$ cat src/rvPkg.sv
package rvPkg;

    // ----------------------------------------------------------------------
    // Widths
    // ----------------------------------------------------------------------

    // Data path width
    localparam int Xlen = 32;
    // Register address width
    localparam int RegAddrW = 5;
    // Architectural register count, x0 included
    localparam int NumRegs = 32;
    // Instruction field widths
    localparam int OpcodeW = 7;
    localparam int Funct3W = 3;
    localparam int Funct7W = 7;

    // ----------------------------------------------------------------------
    // RV32I base opcodes
    // ----------------------------------------------------------------------

    // Loads, I format
    localparam logic [OpcodeW-1:0] OpLoad   = 7'b0000011;
    // Stores, S format
    localparam logic [OpcodeW-1:0] OpStore  = 7'b0100011;
    // Conditional branches, B format
    localparam logic [OpcodeW-1:0] OpBranch = 7'b1100011;
    // Jumps
    localparam logic [OpcodeW-1:0] OpJal    = 7'b1101111;
    localparam logic [OpcodeW-1:0] OpJalr   = 7'b1100111;
    // Upper immediates, result comes back from the ALU
    localparam logic [OpcodeW-1:0] OpLui    = 7'b0110111;
    localparam logic [OpcodeW-1:0] OpAuipc  = 7'b0010111;
    // Register-immediate and register-register ALU ops
    localparam logic [OpcodeW-1:0] OpImm    = 7'b0010011;
    localparam logic [OpcodeW-1:0] OpReg    = 7'b0110011;

    // ----------------------------------------------------------------------
    // Load funct3 codes
    // ----------------------------------------------------------------------

    localparam logic [Funct3W-1:0] LdB  = 3'b000;
    localparam logic [Funct3W-1:0] LdH  = 3'b001;
    localparam logic [Funct3W-1:0] LdW  = 3'b010;
    // Unsigned variants
    localparam logic [Funct3W-1:0] LdBu = 3'b100;
    localparam logic [Funct3W-1:0] LdHu = 3'b101;

    // ----------------------------------------------------------------------
    // Decode types
    // ----------------------------------------------------------------------

    // Immediate format of the instruction, R carries no immediate
    typedef enum logic [2:0] {
        FmtR,
        FmtI,
        FmtS,
        FmtB,
        FmtU,
        FmtJ
    } immFmtT;

    // Source of the value written back to rd
    typedef enum logic [1:0] {
        WbAlu, // ALU result, also LUI and AUIPC
        WbMem, // Extended load data
        WbPc4  // Link address for JAL and JALR
    } wbSrcT;

endpackage

$ cat src/decodeIf.sv
`timescale 1ns/1ns

interface decodeIf;

    // Raw instruction from the IF/ID register
    logic [rvPkg::Xlen-1:0]     inst;
    // Sliced fields
    logic [rvPkg::OpcodeW-1:0]  opcode;
    logic [rvPkg::RegAddrW-1:0] rs1Addr;
    logic [rvPkg::RegAddrW-1:0] rs2Addr;
    logic [rvPkg::RegAddrW-1:0] rdAddr;
    logic [rvPkg::Funct3W-1:0]  funct3;
    logic [rvPkg::Funct7W-1:0]  funct7;
    // Immediate format picked from the opcode
    rvPkg::immFmtT              fmt;

    // Field decode side
    modport producer (
        output inst, opcode, rs1Addr, rs2Addr, rdAddr, funct3, funct7, fmt
    );

    // Immediate generator and top-level routing
    modport consumer (
        input inst, opcode, rs1Addr, rs2Addr, rdAddr, funct3, funct7, fmt
    );

endinterface

$ cat src/decodeStage.sv
`timescale 1ns/1ns

module decodeStage (
    input  logic                       clk,
    input  logic                       rst,
    // From IF/ID
    input  logic [rvPkg::Xlen-1:0]     inst,
    // Retiring instruction from write-back
    input  logic                       wbRegWrite,
    input  logic [rvPkg::RegAddrW-1:0] wbRdAddr,
    input  rvPkg::wbSrcT               wbSrc,
    input  logic [rvPkg::Funct3W-1:0]  wbFunct3,
    input  logic [rvPkg::Xlen-1:0]     wbAluResult,
    input  logic [rvPkg::Xlen-1:0]     wbMemData,
    input  logic [rvPkg::Xlen-1:0]     wbPc4,
    // Operands and immediate
    output logic [rvPkg::Xlen-1:0]     rdata1,
    output logic [rvPkg::Xlen-1:0]     rdata2,
    output logic [rvPkg::Xlen-1:0]     imm32,
    // Decoded fields
    output logic [rvPkg::Funct3W-1:0]  funct3,
    output logic [rvPkg::Funct7W-1:0]  funct7,
    output logic [rvPkg::RegAddrW-1:0] rs1Addr,
    output logic [rvPkg::RegAddrW-1:0] rs2Addr,
    output logic [rvPkg::RegAddrW-1:0] rdAddr,
    // Control carried down the pipe
    output rvPkg::wbSrcT               idWbSrc,
    output logic                       idRegWrite,
    output logic                       idIllegal
);

    // Write port between write-back select and the file
    logic                       wen;
    logic [rvPkg::RegAddrW-1:0] waddr;
    logic [rvPkg::Xlen-1:0]     wdata;

    decodeIf dec ();

    // ----------------------------------------------------------------------
    // Decode side
    // ----------------------------------------------------------------------

    instFieldDecode uInstFieldDecode (
        .inst     (inst),
        .dec      (dec.producer),
        .wbSrc    (idWbSrc),
        .regWrite (idRegWrite),
        .illegal  (idIllegal)
    );

    immGen uImmGen (
        .dec   (dec.consumer),
        .imm32 (imm32)
    );

    // Fields out to ID/EX
    assign funct3  = dec.funct3;
    assign funct7  = dec.funct7;
    assign rs1Addr = dec.rs1Addr;
    assign rs2Addr = dec.rs2Addr;
    assign rdAddr  = dec.rdAddr;

    // ----------------------------------------------------------------------
    // Register file and write-back
    // ----------------------------------------------------------------------

    writebackSelect uWritebackSelect (
        .regWrite  (wbRegWrite),
        .rdAddr    (wbRdAddr),
        .src       (wbSrc),
        .funct3    (wbFunct3),
        .aluResult (wbAluResult),
        .memData   (wbMemData),
        .pc4       (wbPc4),
        .wen       (wen),
        .waddr     (waddr),
        .wdata     (wdata)
    );

    regFile uRegFile (
        .clk    (clk),
        .rst    (rst),
        .raddr1 (dec.rs1Addr),
        .raddr2 (dec.rs2Addr),
        .wen    (wen),
        .waddr  (waddr),
        .wdata  (wdata),
        .rdata1 (rdata1),
        .rdata2 (rdata2)
    );

endmodule

$ cat src/immGen.sv
`timescale 1ns/1ns

module immGen (
    decodeIf.consumer              dec,
    output logic [rvPkg::Xlen-1:0] imm32
);

    // Sign bit of every RV32I immediate
    logic sign;

    assign sign = dec.inst[31];

    // ----------------------------------------------------------------------
    // Immediate assembly per format
    // ----------------------------------------------------------------------

    always_comb begin
        case (dec.fmt)
            rvPkg::FmtI: begin
                // inst[31:20]
                imm32 = {{(rvPkg::Xlen-12){sign}}, dec.inst[31:20]};
            end
            rvPkg::FmtS: begin
                // Split around the rd slot
                imm32 = {{(rvPkg::Xlen-12){sign}}, dec.inst[31:25], dec.inst[11:7]};
            end
            rvPkg::FmtB: begin
                // Halfword offset, bit 0 always zero
                imm32 = {{(rvPkg::Xlen-13){sign}}, sign, dec.inst[7],
                         dec.inst[30:25], dec.inst[11:8], 1'b0};
            end
            rvPkg::FmtU: begin
                // Upper 20 bits, low 12 cleared
                imm32 = {dec.inst[31:12], 12'b0};
            end
            rvPkg::FmtJ: begin
                // 21-bit jump offset
                imm32 = {{(rvPkg::Xlen-21){sign}}, sign, dec.inst[19:12],
                         dec.inst[20], dec.inst[30:21], 1'b0};
            end
            default: begin
                // R format has no immediate
                imm32 = '0;
            end
        endcase
    end

endmodule

$ cat src/instFieldDecode.sv
`timescale 1ns/1ns

module instFieldDecode (
    input  logic [rvPkg::Xlen-1:0] inst,
    decodeIf.producer              dec,
    output rvPkg::wbSrcT           wbSrc,
    output logic                   regWrite,
    output logic                   illegal
);

    // ----------------------------------------------------------------------
    // Field slicing
    // ----------------------------------------------------------------------

    assign dec.inst    = inst;
    assign dec.opcode  = inst[6:0];
    assign dec.rdAddr  = inst[11:7];
    assign dec.funct3  = inst[14:12];
    assign dec.rs1Addr = inst[19:15];
    assign dec.rs2Addr = inst[24:20];
    assign dec.funct7  = inst[31:25];

    // ----------------------------------------------------------------------
    // Format and write-back control
    // ----------------------------------------------------------------------

    always_comb begin
        // Defaults match a plain ALU op
        dec.fmt  = rvPkg::FmtR;
        wbSrc    = rvPkg::WbAlu;
        regWrite = 1'b1;
        illegal  = 1'b0;
        case (dec.opcode)
            rvPkg::OpLoad: begin
                dec.fmt = rvPkg::FmtI;
                wbSrc   = rvPkg::WbMem;
            end
            rvPkg::OpStore: begin
                // No destination register
                dec.fmt  = rvPkg::FmtS;
                regWrite = 1'b0;
            end
            rvPkg::OpBranch: begin
                dec.fmt  = rvPkg::FmtB;
                regWrite = 1'b0;
            end
            rvPkg::OpJal: begin
                dec.fmt = rvPkg::FmtJ;
                wbSrc   = rvPkg::WbPc4;
            end
            rvPkg::OpJalr: begin
                // Link address still goes to rd
                dec.fmt = rvPkg::FmtI;
                wbSrc   = rvPkg::WbPc4;
            end
            rvPkg::OpLui, rvPkg::OpAuipc: begin
                dec.fmt = rvPkg::FmtU;
            end
            rvPkg::OpImm: begin
                dec.fmt = rvPkg::FmtI;
            end
            rvPkg::OpReg: begin
                dec.fmt = rvPkg::FmtR;
            end
            default: begin
                // Unknown opcode, suppress any write
                regWrite = 1'b0;
                illegal  = 1'b1;
            end
        endcase
    end

endmodule

$ cat src/regFile.sv
`timescale 1ns/1ns

module regFile (
    input  logic                       clk,
    input  logic                       rst,
    input  logic [rvPkg::RegAddrW-1:0] raddr1,
    input  logic [rvPkg::RegAddrW-1:0] raddr2,
    input  logic                       wen,
    input  logic [rvPkg::RegAddrW-1:0] waddr,
    input  logic [rvPkg::Xlen-1:0]     wdata,
    output logic [rvPkg::Xlen-1:0]     rdata1,
    output logic [rvPkg::Xlen-1:0]     rdata2
);

    // x1..x31 only, x0 is hardwired
    logic [rvPkg::Xlen-1:0] regs [1:rvPkg::NumRegs-1];

    // Write to a real register this cycle
    logic doWrite;

    assign doWrite = wen && (waddr != '0);

    // ----------------------------------------------------------------------
    // Write port
    // ----------------------------------------------------------------------

    always_ff @(posedge clk) begin
        if (rst) begin
            // Clear the whole file, drop any write
            for (int i = 1; i < rvPkg::NumRegs; i++) begin
                regs[i] <= '0;
            end
        end else if (doWrite) begin
            regs[waddr] <= wdata;
        end
    end

    // ----------------------------------------------------------------------
    // Read ports
    // ----------------------------------------------------------------------

    // x0 reads zero, a matching write bypasses the array
    always_comb begin
        if (raddr1 == '0) begin
            rdata1 = '0;
        end else if (doWrite && (waddr == raddr1)) begin
            rdata1 = wdata;
        end else begin
            rdata1 = regs[raddr1];
        end
        if (raddr2 == '0) begin
            rdata2 = '0;
        end else if (doWrite && (waddr == raddr2)) begin
            rdata2 = wdata;
        end else begin
            rdata2 = regs[raddr2];
        end
    end

endmodule

$ cat src/writebackSelect.sv
`timescale 1ns/1ns

module writebackSelect (
    input  logic                       regWrite,
    input  logic [rvPkg::RegAddrW-1:0] rdAddr,
    input  rvPkg::wbSrcT               src,
    input  logic [rvPkg::Funct3W-1:0]  funct3,
    input  logic [rvPkg::Xlen-1:0]     aluResult,
    input  logic [rvPkg::Xlen-1:0]     memData,
    input  logic [rvPkg::Xlen-1:0]     pc4,
    output logic                       wen,
    output logic [rvPkg::RegAddrW-1:0] waddr,
    output logic [rvPkg::Xlen-1:0]     wdata
);

    // Load data after size and sign handling
    logic [rvPkg::Xlen-1:0] loadData;

    // Destination and enable come from the retiring instruction
    assign wen   = regWrite;
    assign waddr = rdAddr;

    // ----------------------------------------------------------------------
    // Load extension
    // ----------------------------------------------------------------------

    always_comb begin
        case (funct3)
            rvPkg::LdB:  loadData = {{(rvPkg::Xlen-8){memData[7]}}, memData[7:0]};
            // Halfword sign comes from bit 15
            rvPkg::LdH:  loadData = {{(rvPkg::Xlen-16){memData[15]}}, memData[15:0]};
            rvPkg::LdW:  loadData = memData;
            rvPkg::LdBu: loadData = {{(rvPkg::Xlen-8){1'b0}}, memData[7:0]};
            rvPkg::LdHu: loadData = {{(rvPkg::Xlen-16){1'b0}}, memData[15:0]};
            // Reserved codes
            default:     loadData = '0;
        endcase
    end

    // ----------------------------------------------------------------------
    // Result source select
    // ----------------------------------------------------------------------

    always_comb begin
        case (src)
            rvPkg::WbMem: wdata = loadData;
            rvPkg::WbPc4: wdata = pc4;
            // ALU result, also the unused encoding
            default:      wdata = aluResult;
        endcase
    end

endmodule
$ cat config.mk
export PLATFORM = sky130hd
export DESIGN_NAME = decodeStage
export DESIGN_NICKNAME = d
export VERILOG_FILES = /design/src/rvPkg.sv /design/src/decodeIf.sv /design/src/decodeStage.sv /design/src/immGen.sv /design/src/instFieldDecode.sv /design/src/regFile.sv /design/src/writebackSelect.sv
export SDC_FILE = /design/constraint.sdc
export NUM_CORES = 2
export LEC_CHECK = 0
export BUFFER_PORTS_ARGS = -buffer_cell sky130_fd_sc_hd__buf_2
export CORE_AREA = 2 2 324 454
export CTS_CLUSTER_SIZE = 24
export DETAILED_ROUTE_END_ITERATION = 8
export DIE_AREA = 0 0 326 456
export PLACE_DENSITY = 0.62
export SETUP_SLACK_MARGIN = 0.1
export SYNTH_ARGS = -nofsm -noshare
export SYNTH_HDL_FRONTEND = slang
export SYNTH_HIERARCHICAL = 1
export SYNTH_SLANG_ARGS = --single-unit
$ cat constraint.sdc
create_clock -name clk -period 3.1 [get_ports clk]
set_input_delay 0.31 -clock clk [delete_from_list [all_inputs] [get_ports clk]]
set_output_delay 0.31 -clock clk [all_outputs]
set_load 0.1 [all_outputs]
# [After elaboration in Yosys (flattened, before gate mapping)]
# Memory sizes are Yosys's and may differ from the RTL's.
# Index checks and enable logic that the tools add are counted.
[op_classes] eq_ne=22 reduce_logical=13 n_mux=19
[ops] operator="one-hot mux 32 bit (5 select lines)" n=2
[ops] operator="2-to-1 mux 32 bit" n=5
[ops] operator="one-hot mux 32 bit (2 select lines)" n=1
[ops] operator="OR reduction 32 bit" n=1
[ops] operator="equality test 7 x 6 -> 1 bit, second input constant" n=3
[ops] operator="equality test 7 bit, second input constant" n=3
[ops] operator="one-hot mux 3 bit (5 select lines)" n=1
[ops] operator="equality test 7 x 5 -> 1 bit, second input constant" n=2
[ops] operator="equality test 3 bit, second input constant" n=4
[ops] operator="equality test 5 bit" n=2
[ops] operator="zero test 5 bit" n=2
[ops] operator="equality test 3 x 2 -> 1 bit, second input constant" n=3
[ops] operator="OR reduction 9 bit" n=1
[ops] operator="2-to-1 mux 1 bit" n=8
[ops] operator="equality test 7 x 2 -> 1 bit, second input constant" n=1
[ops] operator="OR reduction 7 bit" n=1
[ops] operator="equality test 3 x 1 -> 1 bit, second input constant" n=2
[ops] operator="2-to-1 mux 5 bit" n=1
[ops] operator="nonzero test 5 bit" n=1
[ops] operator="one-hot mux 2 bit (2 select lines)" n=1
[ops] operator="OR reduction 2 bit" n=2
[ops] operator="logical AND 1 bit" n=3
[ops] operator="zero test 3 bit" n=1
[ops] operator="OR reduction 3 bit" n=1
[ops] operator="2 further kinds" n=2
[word_totals] in_bits=141 register_bits=0 ram_bits=992 n_memories=1 word_cells=55 output_inout_bits=125
[memory_table] name="uRegFile.regs" words=31 width=32 read_ports=2 rd_ports_with_merged_regs=0 wr=31 line_no="regFile.sv:16" source="logic [rvPkg::Xlen-1:0] regs [1:rvPkg::NumRegs-1];"

# [Longest topological paths before layout]
[depth] depth_word=7 depth_mapped=11 ltp_nobuf=9

# [Cells and area by module]
# Netlist, hierarchy kept.
[by_module_without_submodules] module="regFile" cells_each=3923 area_per_inst_um2=55512.0 instances=1 seq_area_each_um2=30749.5
[by_module_without_submodules] module="writebackSelect" cells_each=140 area_per_inst_um2=1042.2 instances=1 seq_area_each_um2=0.0
[by_module_without_submodules] module="instFieldDecode" cells_each=84 area_per_inst_um2=598.1 instances=1 seq_area_each_um2=0.0
[by_module_without_submodules] module="immGen" cells_each=66 area_per_inst_um2=390.4 instances=1 seq_area_each_um2=0.0

# [Least setup slack after synthesis]
# No wires, ideal clock.
[synth_path] path_type="input to output" start="input inst[20] (netlist bit)" end="output rdata2[0] (netlist bit)" arrival_time_ns=4.302 stages=10 setup_slack_ns=-1.512 n_path_buf=6 required_time_ns=2.790 path_cell_list="buf_4 -> buf_4 -> buf_6 -> buf_6 -> buf_6 -> buf_6 -> mux2i_1 -> a221oi_1 -> a21oi_1 -> o32ai_1"
[synth_between] elab_chain_cells=4 elab_cells_between_ends=6 cone_classes="eq/ne: 1; mux: 2; reduce/logical: 2; memory: 1"
[synth_rtl] element="start, declared" line_no="decodeStage.sv:7" source="input logic [rvPkg::Xlen-1:0] inst,"
[synth_rtl] element="branches (longest 3 deep; another with memory (31 x 32 bit))"
[synth_rtl] element="2-to-1 mux 32 bit *" line_no="regFile.sv:51" source="if (raddr2 == '0) begin"
[synth_rtl] element="end, declared" line_no="decodeStage.sv:18" source="output logic [rvPkg::Xlen-1:0] rdata2,"
# Mark *: on every way between the ends.

==> run_summary.xml <==
<?xml version="1.0" encoding="UTF-8"?>
<metrics>
  <group name="outcome">
    <metric name="run_status" unit="">finished with violations</metric>
    <metric name="violations" unit="">setup timing</metric>
  </group>
  <group name="floorplanning">
    <metric name="core.rowCount" unit="">165</metric>
    <metric name="floorplan.io_pins" unit="">266</metric>
    <metric name="die_w" unit="um">326</metric>
    <metric name="die_h" unit="um">456</metric>
    <metric name="total_die_area" unit="um2">148700</metric>
    <metric name="floorplan.core_area" unit="um2">144300</metric>
    <metric name="start_util" unit="%">39.80</metric>
  </group>
  <group name="finish">
    <metric name="largest_register" unit="">uRegFile/regs</metric>
    <metric name="finish.net_count" unit="">4665</metric>
    <metric name="design_area" unit="um2">68940</metric>
    <metric name="largest_reg_flops" unit="">1024</metric>
    <metric name="drive_gt1_share" unit="%">33.05</metric>
    <metric name="largest_registers" unit="">uRegFile/regs (1024)</metric>
    <metric name="syn2layout_area_growth" unit="%">20.02</metric>
    <metric name="share_of_the_core_filled_with_cells" unit="%">47.77</metric>
  </group>
  <group name="drt">
    <metric name="avgRoutedWirePerCell" unit="um">35.85</metric>
    <metric name="via_per_inst" unit="">6.414</metric>
    <metric name="drt_pass1_iterations" unit="">6</metric>
    <metric name="number_of_nets_still_failing_antenna_checks_after_routing" unit="">0</metric>
    <metric name="drt-total-wl" unit="um">234100</metric>
    <metric name="number_of_remaining_drc_errors" unit="">0</metric>
    <metric name="detailroute.via_count" unit="">41886</metric>
    <metric name="dr.first_iter.drc_count" unit="">5805</metric>
  </group>
  <group name="synth">
    <metric name="syn-cell-area" unit="um2">57440</metric>
    <metric name="synthesis.yosys.warnings" unit="">6</metric>
    <metric name="post_synth_inst_count" unit="">4199</metric>
    <metric name="syn-mean-instance-area" unit="um2">13.68</metric>
  </group>
  <group name="pwr">
    <metric name="fraction_of_power_consumed_by_combinational_cells" unit="%">20.6</metric>
    <metric name="peakVddDrop" unit="uV">416.8</metric>
    <metric name="clock_power_share" unit="%">33.9</metric>
    <metric name="p_seq_share" unit="%">45.5</metric>
    <metric name="power.switching" unit="mW">10.57</metric>
    <metric name="power.leakage" unit="nW">24.84</metric>
    <metric name="swShare" unit="%">29.27</metric>
    <metric name="finalPower" unit="mW">36.11</metric>
    <metric name="power-per-cell-area" unit="nW/um2">523.7</metric>
    <metric name="internal-power" unit="mW">25.54</metric>
  </group>
  <group name="timing">
    <metric name="fmax" unit="MHz">311.3</metric>
    <metric name="max_slew.worst_pin.slew" unit="ns">0.9115</metric>
    <metric name="final_period_minus_worst_setup_slack" unit="ns">3.213</metric>
    <metric name="layout_worst_path_cycle_share" unit="%">103.6</metric>
    <metric name="maxSlewViolCount" unit="">0</metric>
    <metric name="final_critical_path_setup_slack" unit="ns">-0.1126</metric>
    <metric name="grt_setup_unrepaired" unit="">true</metric>
    <metric name="timing.slew.headroom" unit="%">39.23</metric>
    <metric name="hold_violations" unit="">0</metric>
    <metric name="setup_violations_final" unit="">3</metric>
  </group>
  <group name="cts">
    <metric name="numClockSinks" unit="">1024</metric>
    <metric name="post_cts_hold_buffer_count" unit="">0</metric>
    <metric name="clockBufferDepth" unit="">3</metric>
    <metric name="cts_tree" unit="">built</metric>
    <metric name="root_buffer" unit="">sky130_fd_sc_hd__clkbuf_16</metric>
    <metric name="cts.clk_slew.worst_paths" unit="ns">0.06</metric>
    <metric name="tritoncts.num_buffers" unit="">96</metric>
    <metric name="htree_num_levels" unit="">3</metric>
  </group>
  <group name="hold_path">
    <metric name="timing.hold.worst.class" unit="">input port to register</metric>
    <metric name="timing.hold.worst.start" unit="">wbAluResult[0]</metric>
  </group>
  <group name="worst_setup_path">
    <metric name="worst_ep_required_time" unit="ns">2.79</metric>
    <metric name="slowest_delay" unit="ns">0.49</metric>
    <metric name="critPathSlowestCell" unit="">sky130_fd_sc_hd__mux4_2</metric>
    <metric name="path_cells" unit="">mux4_2 -&gt; mux2i_1 -&gt; a2111oi_1 -&gt; nor3_4 -&gt; buf_6 -&gt; nor2_4 -&gt; buf_12</metric>
    <metric name="crit_arrival" unit="ns">2.90</metric>
    <metric name="setup.worst_path.start_class" unit="">register</metric>
    <metric name="worst_setup_path_startpoint" unit="">uRegFile/regs[23][28]$_SDFFCE_PN0P_</metric>
    <metric name="endpoint_kind" unit="">output port</metric>
    <metric name="timing.setup.critical_path_class" unit="">register to output port</metric>
    <metric name="timing.critical_path.fanout_max" unit="">2</metric>
  </group>
  <group name="placed_design">
    <metric name="placed_cell_area" unit="um2">65140</metric>
    <metric name="gp_routability_congestion" unit="">0.9301</metric>
    <metric name="dp_slack" unit="ns">-0.3195</metric>
    <metric name="port_buffers" unit="">265</metric>
    <metric name="dpl.hpwl" unit="um">150500</metric>
  </group>
  <group name="global_routing">
    <metric name="overflow" unit="">0</metric>
    <metric name="grt_antenna_before_repair" unit="">19</metric>
    <metric name="largest_net_degree_at_the_start_of_global_routing" unit="">42</metric>
    <metric name="grt_pass1_vias" unit="">41783</metric>
    <metric name="grt_first_pass_wirelength" unit="um">319900</metric>
    <metric name="gr-usage-all-layers" unit="%">30.69</metric>
  </group>
  <group name="flow_run">
    <metric name="max-cap-violations" unit="">0</metric>
  </group>
</metrics>
layout make-up:
class                           instances  area [um2]
Clock inverter                         54       598.1
Fill cell                           12339       75370
Clock buffer                          124        2550
Tap cell                             1920        2402
Multi-Input combinational cell       2705       25540
Antenna cell                            8       20.02
Inverter                                6       22.52
Sequential cell                      1024       30750
Timing Repair Buffer                  689        7061
worst paths after layout:
kind                                         to  slack [ns]  cells after the start
hold / removal    uRegFile/regs[0][0]$_DFFE_PP_        0.08                      4
setup / recovery                     rdata2[28]       -0.11                      7
layer usage:
metal | GRT usage [%] | share of wire [%] | routed length, um
met4 | 19.48 | 7.3 | 17080
met2 | 51.18 | 48 | 112700
met3 | 6.648 | 11 | 24700
met1 | 35.83 | 34 | 79580
met5 | 0 | 0.028 | 65
power by group through the flow:
stage          clock (mW)  sequential [mW]  combinational, mW
6_report             12.3             16.4               7.43
4_1_cts              12.3             16.4               7.29
3_3_place_gp            0             16.6               7.13
2_1_floorplan           0             16.5               4.24
3_5_place_dp            0             16.7               7.15
5_1_grt              12.8             16.5               7.61
timing repair:
| item | 4_1_cts | 5_1_grt |
|---|---|---|
| setup endpoints to repair | 32 | 41 |
| resized for setup | 81 | 45 |
| pin swaps | 15 | 21 |
| hold endpoints to repair | 0 | 0 |
| gates cloned | 0 | 2 |
| setup buffers | 2 | 5 |
critical path: cells and delay by family (launching register included):
| family | cells | cell delay, ns |
|---|---|---|
| and+or+nand+nor | 2 | 0.42 |
| muxes | 2 | 0.78 |
| DFF | 1 | 0.43 |
| buffers and inverters | 2 | 0.34 |
| AOI/OAI and AO/OA | 1 | 0.19 |
cell usage in the layout, fill, tap and decap left out, types with 10 or more instances in the layout:
| cell type | count |
|---|---|
| sky130_fd_sc_hd__a22oi_2 | 10 |
| sky130_fd_sc_hd__a32o_2 | 32 |
| sky130_fd_sc_hd__mux2i_1 | 286 |
| sky130_fd_sc_hd__buf_6 | 11 |
| sky130_fd_sc_hd__conb_1 | 32 |
| sky130_fd_sc_hd__buf_12 | 171 |
| sky130_fd_sc_hd__and2_1 | 970 |
| sky130_fd_sc_hd__nor2_1 | 39 |
| sky130_fd_sc_hd__a22oi_1 | 99 |
| sky130_fd_sc_hd__or2_2 | 35 |
| sky130_fd_sc_hd__a211oi_2 | 10 |
| sky130_fd_sc_hd__clkbuf_16 | 100 |
| sky130_fd_sc_hd__o21ai_2 | 40 |
| sky130_fd_sc_hd__o21ai_0 | 37 |
| sky130_fd_sc_hd__buf_2 | 164 |
| sky130_fd_sc_hd__nor2_4 | 38 |
| sky130_fd_sc_hd__mux2_2 | 71 |
| sky130_fd_sc_hd__clkinv_1 | 20 |
| sky130_fd_sc_hd__a221oi_1 | 25 |
| sky130_fd_sc_hd__bufinv_16 | 11 |
| sky130_fd_sc_hd__clkinv_2 | 10 |
| sky130_fd_sc_hd__a21oi_1 | 45 |
| sky130_fd_sc_hd__mux4_2 | 367 |
| sky130_fd_sc_hd__buf_4 | 334 |
| sky130_fd_sc_hd__and3_1 | 11 |
| sky130_fd_sc_hd__nor3_1 | 45 |
| sky130_fd_sc_hd__o221ai_1 | 35 |
| sky130_fd_sc_hd__o22ai_1 | 49 |
| sky130_fd_sc_hd__a211oi_1 | 51 |
| sky130_fd_sc_hd__nand2_1 | 148 |
| sky130_fd_sc_hd__clkbuf_1 | 26 |
| sky130_fd_sc_hd__edfxtp_1 | 1024 |
metrics by stage:
stage	setup TNS (ns)	std cells	hold slack, ns
final	-0.2132	6530	0.07693
after CTS	-0.1486	6518	0.04646
after global placement	-2.383	6337	0.7758
after detailed placement	-1.457	6338	0.7933
after floorplan	-0.5249	4230	0.6281
after global routing	-0.2864	6523	0.09217
(Power assumes the default switching activity.)
